<file path="config.mk">
export PLATFORM = sky130hd
export DESIGN_NAME = floor_logic_top
export DESIGN_NICKNAME = d
export VERILOG_FILES = /design/src/hdl/elevator_pkg.sv /design/src/hdl/request_latch.sv /design/src/hdl/request_arbiter.sv /design/src/hdl/request_queue.sv /design/src/hdl/dispatch_control.sv /design/src/hdl/floor_logic_top.sv
export VERILOG_INCLUDE_DIRS = /design/src /design/src/hdl
export SDC_FILE = /design/constraint.sdc
export NUM_CORES = 1
export LEC_CHECK = 0
export ABC_AREA = 1
export BUFFER_PORTS_ARGS = -buffer_cell sky130_fd_sc_hd__buf_4
export CAP_MARGIN = 20
export CORE_ASPECT_RATIO = 0.6
export CORE_MARGIN = 10
export CORE_UTILIZATION = 29
export DETAILED_ROUTE_END_ITERATION = 8
export SLEW_MARGIN = 20
export SYNTH_ARGS = -nofsm -noshare
export SYNTH_HDL_FRONTEND = slang
export SYNTH_HIERARCHICAL = 1
export SYNTH_SLANG_ARGS = --single-unit
</file>
<file path="constraint.sdc">
create_clock -name clock -period 2.5 [get_ports clock]
set_clock_uncertainty 0.2 [all_clocks]
set_input_delay 0.5 -clock clock [delete_from_list [all_inputs] [get_ports clock]]
set_output_delay 0.5 -clock clock [all_outputs]
set_load 0.05 [all_outputs]
</file>
<file path="src/hdl/elevator_defs.svh">
/*
 * Elevator floor-request controller
 * Project-wide sizes for the floor set and the request queue
 */

`ifndef ELEVATOR_DEFS_SVH
`define ELEVATOR_DEFS_SVH

////////////////////
// Floors
////////////////////

// Floors served by the car, floor 1 encoded as 0
`define NUM_FLOORS 11
`define FLOOR_W 4

////////////////////
// Request queue
////////////////////

// Depth must stay a power of two so the pointers wrap on their own
`define QUEUE_DEPTH 16
`define QUEUE_PTR_W 4

`endif

</file>
<file path="src/hdl/elevator_pkg.sv">
/*
 * Elevator package
 * Vector types for floors, button masks and queue pointers,
 * plus the dispatcher state encoding
 */

`default_nettype none

`include "elevator_defs.svh"

package elevator_pkg;

    // Floor number, floor 1 is 0
    typedef logic [`FLOOR_W-1:0] floor_t;

    // One bit per floor, used for buttons and lamps
    typedef logic [`NUM_FLOORS-1:0] floor_mask_t;

    // Request queue read or write pointer
    typedef logic [`QUEUE_PTR_W-1:0] queue_ptr_t;

    // Dispatcher states
    typedef enum logic [1:0] {
        st_idle,
        st_dispatch,
        st_travel,
        st_arrive
    } dispatch_state_t;

endpackage

`default_nettype wire

</file>
<file path="src/hdl/request_latch.sv">
/*
 * Button request latch
 * Latches one set of floor buttons into lamps and offers the lowest
 * lit floor that has not been written to the queue yet
 */

`timescale 1ns/1ps
`default_nettype none

`include "elevator_defs.svh"

module request_latch (
    input  wire                       clock,
    input  wire                       reset_n,
    input  wire elevator_pkg::floor_mask_t buttons,
    input  wire elevator_pkg::floor_t current_floor,
    input  wire                       accept_enable,
    input  wire                       arrival,
    input  wire                       grant,
    output elevator_pkg::floor_mask_t lights,
    output logic                      request,
    output elevator_pkg::floor_t      request_floor
);
    import elevator_pkg::*;

    floor_mask_t queued;
    floor_mask_t pending;
    floor_mask_t set_mask;
    floor_mask_t grant_mask;
    floor_mask_t clear_mask;

    ////////////////////
    // Per-floor updates
    ////////////////////

    always_comb begin
        set_mask   = '0;
        grant_mask = '0;
        clear_mask = '0;
        for (int i = 0; i < `NUM_FLOORS; i++) begin
            // New press, ignored at the floor the car is standing on
            if (buttons[i] && accept_enable && !lights[i] &&
                current_floor != floor_t'(i)) begin
                set_mask[i] = 1'b1;
            end
            if (grant && request_floor == floor_t'(i)) begin
                grant_mask[i] = 1'b1;
            end
            // Car has stopped here, service done
            if (arrival && current_floor == floor_t'(i)) begin
                clear_mask[i] = 1'b1;
            end
        end
    end

    always_ff @(posedge clock or negedge reset_n) begin
        if (!reset_n) begin
            lights <= '0;
            queued <= '0;
        end else begin
            lights <= (lights | set_mask) & ~clear_mask;
            queued <= (queued | grant_mask) & ~clear_mask;
        end
    end

    ////////////////////
    // Request offer
    ////////////////////

    // Lit but not yet in the queue
    assign pending = lights & ~queued;
    assign request = |pending;

    // Lowest floor first, scan downward so the last hit wins
    always_comb begin
        request_floor = '0;
        for (int i = `NUM_FLOORS - 1; i >= 0; i--) begin
            if (pending[i]) begin
                request_floor = floor_t'(i);
            end
        end
    end

endmodule

`default_nettype wire

</file>
<file path="src/hdl/request_arbiter.sv">
/*
 * Request arbiter
 * Round-robin choice between panel and hall requests for the
 * single queue write port, stalls while the queue is full
 */

`timescale 1ns/1ps
`default_nettype none

module request_arbiter (
    input  wire                       clock,
    input  wire                       reset_n,
    input  wire                       panel_request,
    input  wire elevator_pkg::floor_t panel_floor,
    input  wire                       hall_request,
    input  wire elevator_pkg::floor_t hall_floor,
    input  wire                       queue_full,
    output logic                      panel_grant,
    output logic                      hall_grant,
    output logic                      write,
    output elevator_pkg::floor_t      write_floor
);

    // Set when the hall side won the last grant
    logic last_was_hall;
    logic pick_hall;

    // Hall wins when alone, or when panel won last time
    assign pick_hall = hall_request && (!panel_request || !last_was_hall);

    // Nothing granted while full, the latches just keep requesting
    assign hall_grant  = pick_hall && !queue_full;
    assign panel_grant = panel_request && !pick_hall && !queue_full;

    assign write       = panel_grant || hall_grant;
    assign write_floor = pick_hall ? hall_floor : panel_floor;

    // Reset as if hall had won, so panel goes first
    always_ff @(posedge clock or negedge reset_n) begin
        if (!reset_n) begin
            last_was_hall <= 1'b1;
        end else if (write) begin
            last_was_hall <= hall_grant;
        end
    end

endmodule

`default_nettype wire

</file>
<file path="src/hdl/request_queue.sv">
/*
 * Request queue
 * First-in-first-out store of requested floor numbers with a
 * fall-through head, read straight from the read pointer
 */

`timescale 1ns/1ps
`default_nettype none

`include "elevator_defs.svh"

module request_queue (
    input  wire                       clock,
    input  wire                       reset_n,
    input  wire                       write,
    input  wire elevator_pkg::floor_t write_floor,
    input  wire                       pop,
    output elevator_pkg::floor_t      head_floor,
    output logic                      empty,
    output logic                      full
);
    import elevator_pkg::*;

    floor_t     mem [`QUEUE_DEPTH];
    queue_ptr_t wr_ptr;
    queue_ptr_t rd_ptr;

    // One bit wider than a pointer to tell full from empty
    logic [`QUEUE_PTR_W:0] count;

    logic do_write;
    logic do_pop;

    assign empty = (count == 0);
    assign full  = (count == `QUEUE_DEPTH);

    // Guard against overflow and underflow
    assign do_write = write && !full;
    assign do_pop   = pop && !empty;

    assign head_floor = mem[rd_ptr];

    ////////////////////
    // Storage
    ////////////////////

    always_ff @(posedge clock) begin
        if (do_write) begin
            mem[wr_ptr] <= write_floor;
        end
    end

    ////////////////////
    // Pointers and fill
    ////////////////////

    always_ff @(posedge clock or negedge reset_n) begin
        if (!reset_n) begin
            wr_ptr <= '0;
            rd_ptr <= '0;
            count  <= '0;
        end else begin
            if (do_write) begin
                wr_ptr <= wr_ptr + 1'b1;
            end
            if (do_pop) begin
                rd_ptr <= rd_ptr + 1'b1;
            end
            case ({do_write, do_pop})
                2'b10:   count <= count + 1'b1;
                2'b01:   count <= count - 1'b1;
                default: count <= count;
            endcase
        end
    end

endmodule

`default_nettype wire

</file>
<file path="src/hdl/dispatch_control.sv">
/*
 * Dispatch control
 * Pops floor targets in arrival order, drives the car controller,
 * detects arrival and grants door permission
 */

`timescale 1ns/1ps
`default_nettype none

module dispatch_control (
    input  wire                       clock,
    input  wire                       reset_n,
    input  wire                       power_switch,
    input  wire                       emergency_btn,
    input  wire                       door_open_btn,
    input  wire                       door_close_btn,
    input  wire elevator_pkg::floor_t current_floor,
    input  wire                       elevator_moving,
    input  wire elevator_pkg::floor_t head_floor,
    input  wire                       queue_empty,
    output logic                      pop,
    output logic                      accept_enable,
    output logic                      arrival,
    output elevator_pkg::floor_t      elevator_floor_selector,
    output logic                      direction_selector,
    output logic                      activate_elevator,
    output logic                      door_open_allowed,
    output logic                      door_close_allowed
);
    import elevator_pkg::*;

    dispatch_state_t state;
    dispatch_state_t next_state;
    logic            car_stopped;

    assign accept_enable = power_switch && !emergency_btn;
    assign car_stopped   = !elevator_moving;

    ////////////////////
    // State machine
    ////////////////////

    // Take the next target only with the car standing still
    assign pop = (state == st_idle) && !queue_empty && accept_enable && car_stopped;

    assign activate_elevator = (state == st_dispatch);
    assign arrival           = (state == st_arrive);

    always_comb begin
        next_state = state;
        case (state)
            st_idle: begin
                // Duplicate request for this floor, no trip needed
                if (pop) begin
                    next_state = (head_floor == current_floor) ? st_arrive : st_dispatch;
                end
            end
            st_dispatch: begin
                // Hold activate until the car reports motion
                if (elevator_moving) begin
                    next_state = st_travel;
                end
            end
            st_travel: begin
                if (car_stopped && current_floor == elevator_floor_selector) begin
                    next_state = st_arrive;
                end
            end
            st_arrive: begin
                next_state = st_idle;
            end
            default: begin
                next_state = st_idle;
            end
        endcase
    end

    // Target and direction captured at the pop edge
    always_ff @(posedge clock or negedge reset_n) begin
        if (!reset_n) begin
            state                   <= st_idle;
            elevator_floor_selector <= '0;
            direction_selector      <= 1'b0;
        end else begin
            state <= next_state;
            if (pop) begin
                elevator_floor_selector <= head_floor;
                direction_selector      <= (head_floor > current_floor);
            end
        end
    end

    ////////////////////
    // Door permission
    ////////////////////

    // Buttons pass through only when stopped and powered
    assign door_open_allowed  = door_open_btn && car_stopped && power_switch;
    assign door_close_allowed = door_close_btn && car_stopped && power_switch;

endmodule

`default_nettype wire

</file>
<file path="src/hdl/floor_logic_top.sv">
/*
 * Elevator floor logic top level
 * Panel and hall request latches share one queue through an
 * arbiter, a dispatcher serves the queue toward the car controller
 */

`timescale 1ns/1ps
`default_nettype none

module floor_logic_top (
    input  wire                            clock,
    input  wire                            reset_n,
    input  wire elevator_pkg::floor_mask_t panel_buttons,
    input  wire elevator_pkg::floor_mask_t call_buttons,
    input  wire                            door_open_btn,
    input  wire                            door_close_btn,
    input  wire                            emergency_btn,
    input  wire                            power_switch,
    input  wire elevator_pkg::floor_t      current_floor,
    input  wire                            elevator_moving,
    output elevator_pkg::floor_t           elevator_floor_selector,
    output logic                           direction_selector,
    output logic                           activate_elevator,
    output logic                           door_open_allowed,
    output logic                           door_close_allowed,
    output elevator_pkg::floor_mask_t      panel_button_lights,
    output elevator_pkg::floor_mask_t      call_button_lights
);
    import elevator_pkg::*;

    // Request path
    logic   panel_request;
    floor_t panel_floor;
    logic   panel_grant;
    logic   hall_request;
    floor_t hall_floor;
    logic   hall_grant;
    logic   queue_write;
    floor_t queue_write_floor;

    // Dispatch path
    floor_t head_floor;
    logic   queue_empty;
    logic   queue_full;
    logic   queue_pop;
    logic   accept_enable;
    logic   arrival;

    ////////////////////
    // Request latches
    ////////////////////

    request_latch i_panel_latch (
        .clock         (clock),
        .reset_n       (reset_n),
        .buttons       (panel_buttons),
        .current_floor (current_floor),
        .accept_enable (accept_enable),
        .arrival       (arrival),
        .grant         (panel_grant),
        .lights        (panel_button_lights),
        .request       (panel_request),
        .request_floor (panel_floor)
    );

    request_latch i_hall_latch (
        .clock         (clock),
        .reset_n       (reset_n),
        .buttons       (call_buttons),
        .current_floor (current_floor),
        .accept_enable (accept_enable),
        .arrival       (arrival),
        .grant         (hall_grant),
        .lights        (call_button_lights),
        .request       (hall_request),
        .request_floor (hall_floor)
    );

    ////////////////////
    // Queue and dispatch
    ////////////////////

    request_arbiter i_request_arbiter (
        .clock         (clock),
        .reset_n       (reset_n),
        .panel_request (panel_request),
        .panel_floor   (panel_floor),
        .hall_request  (hall_request),
        .hall_floor    (hall_floor),
        .queue_full    (queue_full),
        .panel_grant   (panel_grant),
        .hall_grant    (hall_grant),
        .write         (queue_write),
        .write_floor   (queue_write_floor)
    );

    request_queue i_request_queue (
        .clock       (clock),
        .reset_n     (reset_n),
        .write       (queue_write),
        .write_floor (queue_write_floor),
        .pop         (queue_pop),
        .head_floor  (head_floor),
        .empty       (queue_empty),
        .full        (queue_full)
    );

    dispatch_control i_dispatch_control (
        .clock                   (clock),
        .reset_n                 (reset_n),
        .power_switch            (power_switch),
        .emergency_btn           (emergency_btn),
        .door_open_btn           (door_open_btn),
        .door_close_btn          (door_close_btn),
        .current_floor           (current_floor),
        .elevator_moving         (elevator_moving),
        .head_floor              (head_floor),
        .queue_empty             (queue_empty),
        .pop                     (queue_pop),
        .accept_enable           (accept_enable),
        .arrival                 (arrival),
        .elevator_floor_selector (elevator_floor_selector),
        .direction_selector      (direction_selector),
        .activate_elevator       (activate_elevator),
        .door_open_allowed       (door_open_allowed),
        .door_close_allowed      (door_close_allowed)
    );

endmodule

`default_nettype wire

</file>
# After elaboration in Yosys (flattened, before gate mapping)
# Memories as Yosys holds them, arrays and structs flattened.
# Index checks and enable logic that the tools add are counted.
dict set report classes {
  bitwise 13
  n_eq_ne 51
  reduce_logical 155
  order_cmp 1
  addsub 4
  muxes 86
}
# op n
set op_table {}
lappend op_table {{logical AND 1 bit} 114}
lappend op_table {{two-way mux 4 bit} 23}
lappend op_table {{bitwise AND 11 bit} 6}
lappend op_table {{two-way mux 1 bit} 57}
lappend op_table {{equality test 4 x 3 -> 1 bit (second input constant)} 12}
lappend op_table {{OR 11 bit} 4}
lappend op_table {{equality test 4 bit (second input constant)} 9}
lappend op_table {{inverter 11 bit} 3}
lappend op_table {{zero test 1 bit} 29}
lappend op_table {{equality test 4 x 2 -> 1 bit (second input constant)} 6}
lappend op_table {{OR reduction 11 bit} 2}
lappend op_table {{inequality test 4 x 3 -> 1 bit (second input constant)} 4}
lappend op_table {{equality test 4 x 1 -> 1 bit (second input constant)} 3}
lappend op_table {{zero test 4 bit} 3}
lappend op_table {{inequality test 4 bit (second input constant)} 3}
lappend op_table {{one-hot mux 5 bit (2 select lines)} 1}
lappend op_table {{adder 4 x 1 -> 4 bit (second input constant)} 2}
lappend op_table {{equality test 4 bit} 2}
lappend op_table {{two-way mux 2 bit} 4}
lappend op_table {{inequality test 4 x 2 -> 1 bit (second input constant)} 2}
lappend op_table {{one-hot mux 2 bit (4 select lines)} 1}
lappend op_table {{equality test 2 bit (second input constant)} 3}
lappend op_table {{adder 5 x 1 -> 5 bit (second input constant)} 1}
lappend op_table {{equality test 5 bit (second input constant)} 1}
lappend op_table {{other kinds (12)} 15}
dict set report word_totals {
  ramBits 64
  mem_count 1
  reg_bits 65
  inputBits 33
}
# name depth width rd rd_ports_with_merged_regs write_ports line
set mem_list {}
lappend mem_list {i_request_queue.mem 16 4 1 0 1 request_queue.sv:24} ;# floor_t mem [`QUEUE_DEPTH];

# Longest topological paths before layout
dict set report depth {
  word_depth 18
  mapped_depth 20
  mapped_depth_nobuf 20
}

# Modules after synthesis
# The synthesis kept the hierarchy.
# module area_each_um2 instances cells_per_inst
set by_module_without_submodules {}
lappend by_module_without_submodules {request_queue 3618.5 1 374}
lappend by_module_without_submodules {request_latch 1328.8 2 175}
lappend by_module_without_submodules {dispatch_control 571.8 1 79}
lappend by_module_without_submodules {request_arbiter 121.4 1 23}

# Worst setup path before layout
# Ideal clock, no wire load.
dict set report synth_timing {
  kind {reg2reg}
  startpoint {reg i_hall_latch.lights[2]}
  endpoint {reg i_request_queue.count[4]}
  t_arrival_ps 2641
  path_slack_ps -457
  setup_time_ps 116
  synth_period_minus_slack_ps 2957
  path_buffers 0
  path_stages_with_launch 19
  required_ps 2184
  cell_sequence {dfrtp_1 nand2_4 nand2_2 nor2_4 nand3_1 nand3_1 nand2_1 nand2_2 ha_1 inv_1 fa_1 inv_1 nand2_1 nand2_1 nand2_1 nand2_1 nand2_1 nand2_1 nand2_1}
}
dict set report synth_via {
  elab_chain_cells 10
}
# item line
set synth_rtl {}
lappend synth_rtl {{from (decl)} request_latch.sv:20} ;# output elevator_pkg::floor_mask_t lights,
lappend synth_rtl {{from (signal assigned)} request_latch.sv:61} ;# lights <= (lights | set_mask) & ~clear_mask;
lappend synth_rtl {{bitwise AND 11 bit *} request_latch.sv:71} ;# assign pending = lights & ~queued;
lappend synth_rtl {{OR reduction 11 bit *} request_latch.sv:72} ;# assign request = |pending;
lappend synth_rtl {{via hall_request} floor_logic_top.sv:35} ;# logic hall_request;
lappend synth_rtl {{logical AND 1 bit *} request_arbiter.sv:29} ;# assign pick_hall = hall_request && (!panel_request || !last_was_hall);
lappend synth_rtl {{zero test 1 bit} request_arbiter.sv:33} ;# assign panel_grant = panel_request && !pick_hall && !queue_full;
lappend synth_rtl {{logical AND 1 bit (2 in series)} request_arbiter.sv:33}
lappend synth_rtl {{logical OR 1 bit *} request_arbiter.sv:35} ;# assign write = panel_grant || hall_grant;
lappend synth_rtl {{via queue_write} floor_logic_top.sv:38} ;# logic queue_write;
lappend synth_rtl {{logical AND 1 bit *} request_queue.sv:38} ;# assign do_write = write && !full;
lappend synth_rtl {{equality test 2 x 1 -> 1 bit or equality test 2 bit (tied branches)} request_queue.sv:69} ;# case ({do_write, do_pop})
lappend synth_rtl {{one-hot mux 5 bit (2 select lines) or nonzero test 2 bit (tied branches)} --}
lappend synth_rtl {{to (signal assigned)} request_queue.sv:70} ;# 2'b10: count <= count + 1'b1;
lappend synth_rtl {{to (signal assigned)} request_queue.sv:71} ;# 2'b01: count <= count - 1'b1;
lappend synth_rtl {{to (signal assigned)} request_queue.sv:72} ;# default: count <= count;
lappend synth_rtl {{to (decl)} request_queue.sv:29} ;# logic [`QUEUE_PTR_W:0] count;
# Mark *: on every way through the listed nets, which the timed path passes. The rest lies on a longest branch.
# A chain may end at the register's enable or synchronous reset.

# Worst setup path in the final report
dict set report layout_timing {
  startpoint {reg i_hall_latch.lights[8]}
  endpoint {reg i_request_queue.count[4]}
}
# Same word-level chain as after synthesis.

==> out/qor.yml <==
status:
  status: "finished clean"
route:
  wl_per_cell_um: 15.2
  viasPerCell: 4.52
  postRouteAntennaNets: 0
  drt-initial-drc-count: 475
  wirelength_mm: 19.3
  firstDrtPassIters: 5
  drcViolationCount: 0
  via_count: 5753
synth:
  synth_nets: 877
  synth_top_area_cell: "edfxtp_1"
  ys_warn_count: 6
  synth_edf_count: 64
  synth_area_um2: 6970
  ys.flop_type: "edfxtp_1"
  syn_area_per_cell_um2: 8.44
  ys_top_cells_by_area: "edfxtp_1 28%, dfrtp_1 23%, nand2_1 12%"
  yosys-top-cells-count: "219 x nand2_1, 127 x inv_1, 81 x nor2_1, 64 x dfrtp_1, 64 x edfxtp_1"
  ys_seq_elements: 129
  synth_cell_types: 38
  netlist_instances: 826
  yosysMostFrequentCell: "nand2_1"
  synth_top_area_frac: 0.276
  yosysSeqAreaShare: 0.509
  async_reset_ff_frac: 0.504
floorplan:
  rows: 43
  die-area_um2: 30800
  dieHeight_um: 140
  die_w_um: 220
  core_um2: 23300
  pin_count: 63
  initial_core_util: 0.298
sta:
  setup_viol: 0
  rsz0062_at_grt: "yes"
  hold_viol: 0
  fmax_ghz: 0.411
  maxSlewViolCount: 0
  finalWorstSetupSlack_ps: 65.9
  min_period_ps: 2430
  period_share: 0.974
  slew-limit-headroom: 0.696
  tightest_slew_ps: 456
placed_design:
  gp_congestion: 0.858
  post_dp_cell_area_um2: 8190
  place_inst: 1227
  post-place-ws_ps: -23.6
  io_buffers: 62
  dp_hpwl_mm: 14.5
worst_setup_path:
  worstReg2RegStart: "i_hall_latch/lights[8]$_DFF_PN0_"
  crit_path_end_kind: "flip-flop"
  cp_top_family: "simple AND/OR/NAND/NOR gates"
  critPathMaxFanout: 5
  slowest_stage: "dfrtp_2"
  critPathKind: "reg2reg"
  worst-endpoint-arrival_ps: 2540
  r2r_slack_ps: 70
  cp-start-kind: "flip-flop"
  r2r_cells: 18
  worst_path_largest_cell_delay_ps: 420
  cp.required_ps: 2610
  crit_top_cell: "nand2_1"
  crit_buf_inv: 2
  cp_cell_sequence: "nand2_2, o21ai_2, a21oi_4, nand3_4, nand3_4, nand2_2, nand2_4, ha_4, inv_2, fa_2, inv_2, nand2_2, nand2_2, nand2_1, nand2_1, nand2_1, nand2_1, nand2_1"
  r2r-end: "i_request_queue/count[4]$_DFFE_PN0P_"
global_routing:
  grt_max_degree: 66
  grt.total_usage: 0.127
  grt-ovfl-total: 0
  grt_pass1_vias: 5441
  antenna_found_initial: 0
  grt_pass1_wl_mm: 30.9
pwr:
  p_per_area_nw_per_um2: 1530
  total_leakage_power_nw: 4.17
  irDropWorstVdd_v: 0.000690
clock_network:
  cts_tree: "yes"
  cts.sinks: 129
  cts.clk_slew.worst_paths_ps: 60
  clkLatencyLatePin_ps: 420
  cts_buffers: 17
  htreeDepth: 4
  clk_path_buf_depth: 2
  clockRootBuffer: "clkbuf_16"
finish:
  layout-drive-gt1-share: 0.297
  diodes: 0
  area_delta_synth_final_pct: 28.7
  design_area_um2: 8970
  layout.cells.non_filler: 1274
  num-nets-final: 997
  fillers: 2366
hold_path:
  min_from: "call_buttons[9]"
  hold_class: "in2reg"
  holdPathEnd: "i_hall_latch/lights[9]$_DFF_PN0_"
  holdPathStages: 3
flow_run:
  cap_violations: 0
==> kinds of logic (layout without fill, tap and decap cells) <==
| kind of cell | Yosys count | in the layout | synth area share |
|---|---|---|---|
| buffers and inverters | 157 | 290 | 0.0910 |
| AO/OA/AOI/OAI | 66 | 66 | 0.0537 |
| XOR/XNOR | 8 | 8 | 0.0101 |
| AND/OR/NAND/NOR | 448 | 448 | 0.303 |
| adder cells (fa/ha/maj) | 18 | 18 | 0.0334 |
| flip-flops | 129 | 129 | 0.509 |
==> report_power, final <==
group	switching, mW	total, mW	internal, mW
Clock	0.979	2.46	1.48
Combinational	4.87	7.40	2.53
Sequential	0.353	3.84	3.49
==> state kept, by name, summed over array words and instances (netlist names) <==
register and flops:
i_hall_latch/queued 11, i_dispatch_control/state 2, i_request_arbiter/last_was_hall 1, i_dispatch_control/direction_selector 1
i_request_queue/count 5, i_request_queue/mem 64, i_request_queue/rd_ptr 4, i_panel_latch/queued 11
i_request_queue/wr_ptr 4, i_panel_latch/lights 11, i_dispatch_control/elevator_floor_selector 4, i_hall_latch/lights 11
==> area by class of cell <==
cell class	instances	area [um2]	area share
multi-input combinational	540	2980	0.332
inverter	144	556	0.0619
sequential	129	3580	0.399
tap	315	394	0.0439
timing repair buffer	114	883	0.0985
clock buffer	18	429	0.0478
clock inverter	14	156	0.0174
==> worst reg2reg max path: cells and delay by family, from the launching register on <==
kind / cells / cell delay (ps)
compound gates: 2 / 270
fa+ha+maj: 2 / 510
buf+inv: 2 / 130
flops: 1 / 420
simple gates: 12 / 810
==> how the worst max path moves through the flow <==
stage | start | endpoint | slack, ps | cells after the start
3_5_place_dp | i_dispatch_control/state[0]$_DFFE_PN0P_ | i_request_queue/count[4]$_DFFE_PN0P_ | -20 | 19
5_1_grt | i_hall_latch/lights[8]$_DFF_PN0_ | i_request_queue/count[4]$_DFFE_PN0P_ | -120 | 18
4_1_cts | i_dispatch_control/state[1]$_DFFE_PN0P_ | i_request_queue/count[4]$_DFFE_PN0P_ | 4 | 19
3_3_place_gp | i_dispatch_control/state[0]$_DFFE_PN0P_ | i_request_queue/count[4]$_DFFE_PN0P_ | 50 | 19
2_1_floorplan | i_panel_latch/lights[8]$_DFF_PN0_ | i_request_queue/count[4]$_DFFE_PN0P_ | -30 | 15
6_report | i_hall_latch/lights[8]$_DFF_PN0_ | i_request_queue/count[4]$_DFFE_PN0P_ | 70 | 18
==> layout by cell type (no fill, tap or decap), types with 17 or more instances in the layout <==
cell and count:
o22ai_1 22, a21oi_1 25, inv_1 118, nor2_1 73
inv_2 22, nand2_1 207, dfrtp_2 22, edfxtp_1 64
nand2_2 37, dfrtp_1 42, buf_4 111, nand3_1 48
nor3_1 22, clkbuf_16 17
==> per-layer routing <==
| metal | vias up | share of wire | global-route usage |
|---|---|---|---|
| li1 | 2891 | - | - |
| met1 | 2711 | 0.55 | 0.202 |
| met2 | 147 | 0.38 | 0.160 |
| met3 | 4 | 0.065 | 0.0368 |
| met4 | 0 | 0.0023 | 0.0251 |
| met5 | - | 0 | 0 |
==> metrics by stage <==
step	util	hold WS (ps)	power, mW	setup TNS (ps)
floorplan	-	4.41	8.49	-36.3
detailed placement	0.351	283	10.9	-23.6
finish	0.384	143	13.7	0
global placement	0.351	296	10.8	0
global route	0.384	143	14.7	-175
CTS	0.377	127	13.4	0
==> what timing repair did <==
action / CTS / global route
pin swaps: 3 / 9
setup endpoints to repair: 5 / 41
hold buffers: 1 / 0
setup buffers: 1 / 13
hold endpoints to repair: 64 / 0
resized for setup: 3 / 21
Power figures use the tool's default switching activity.
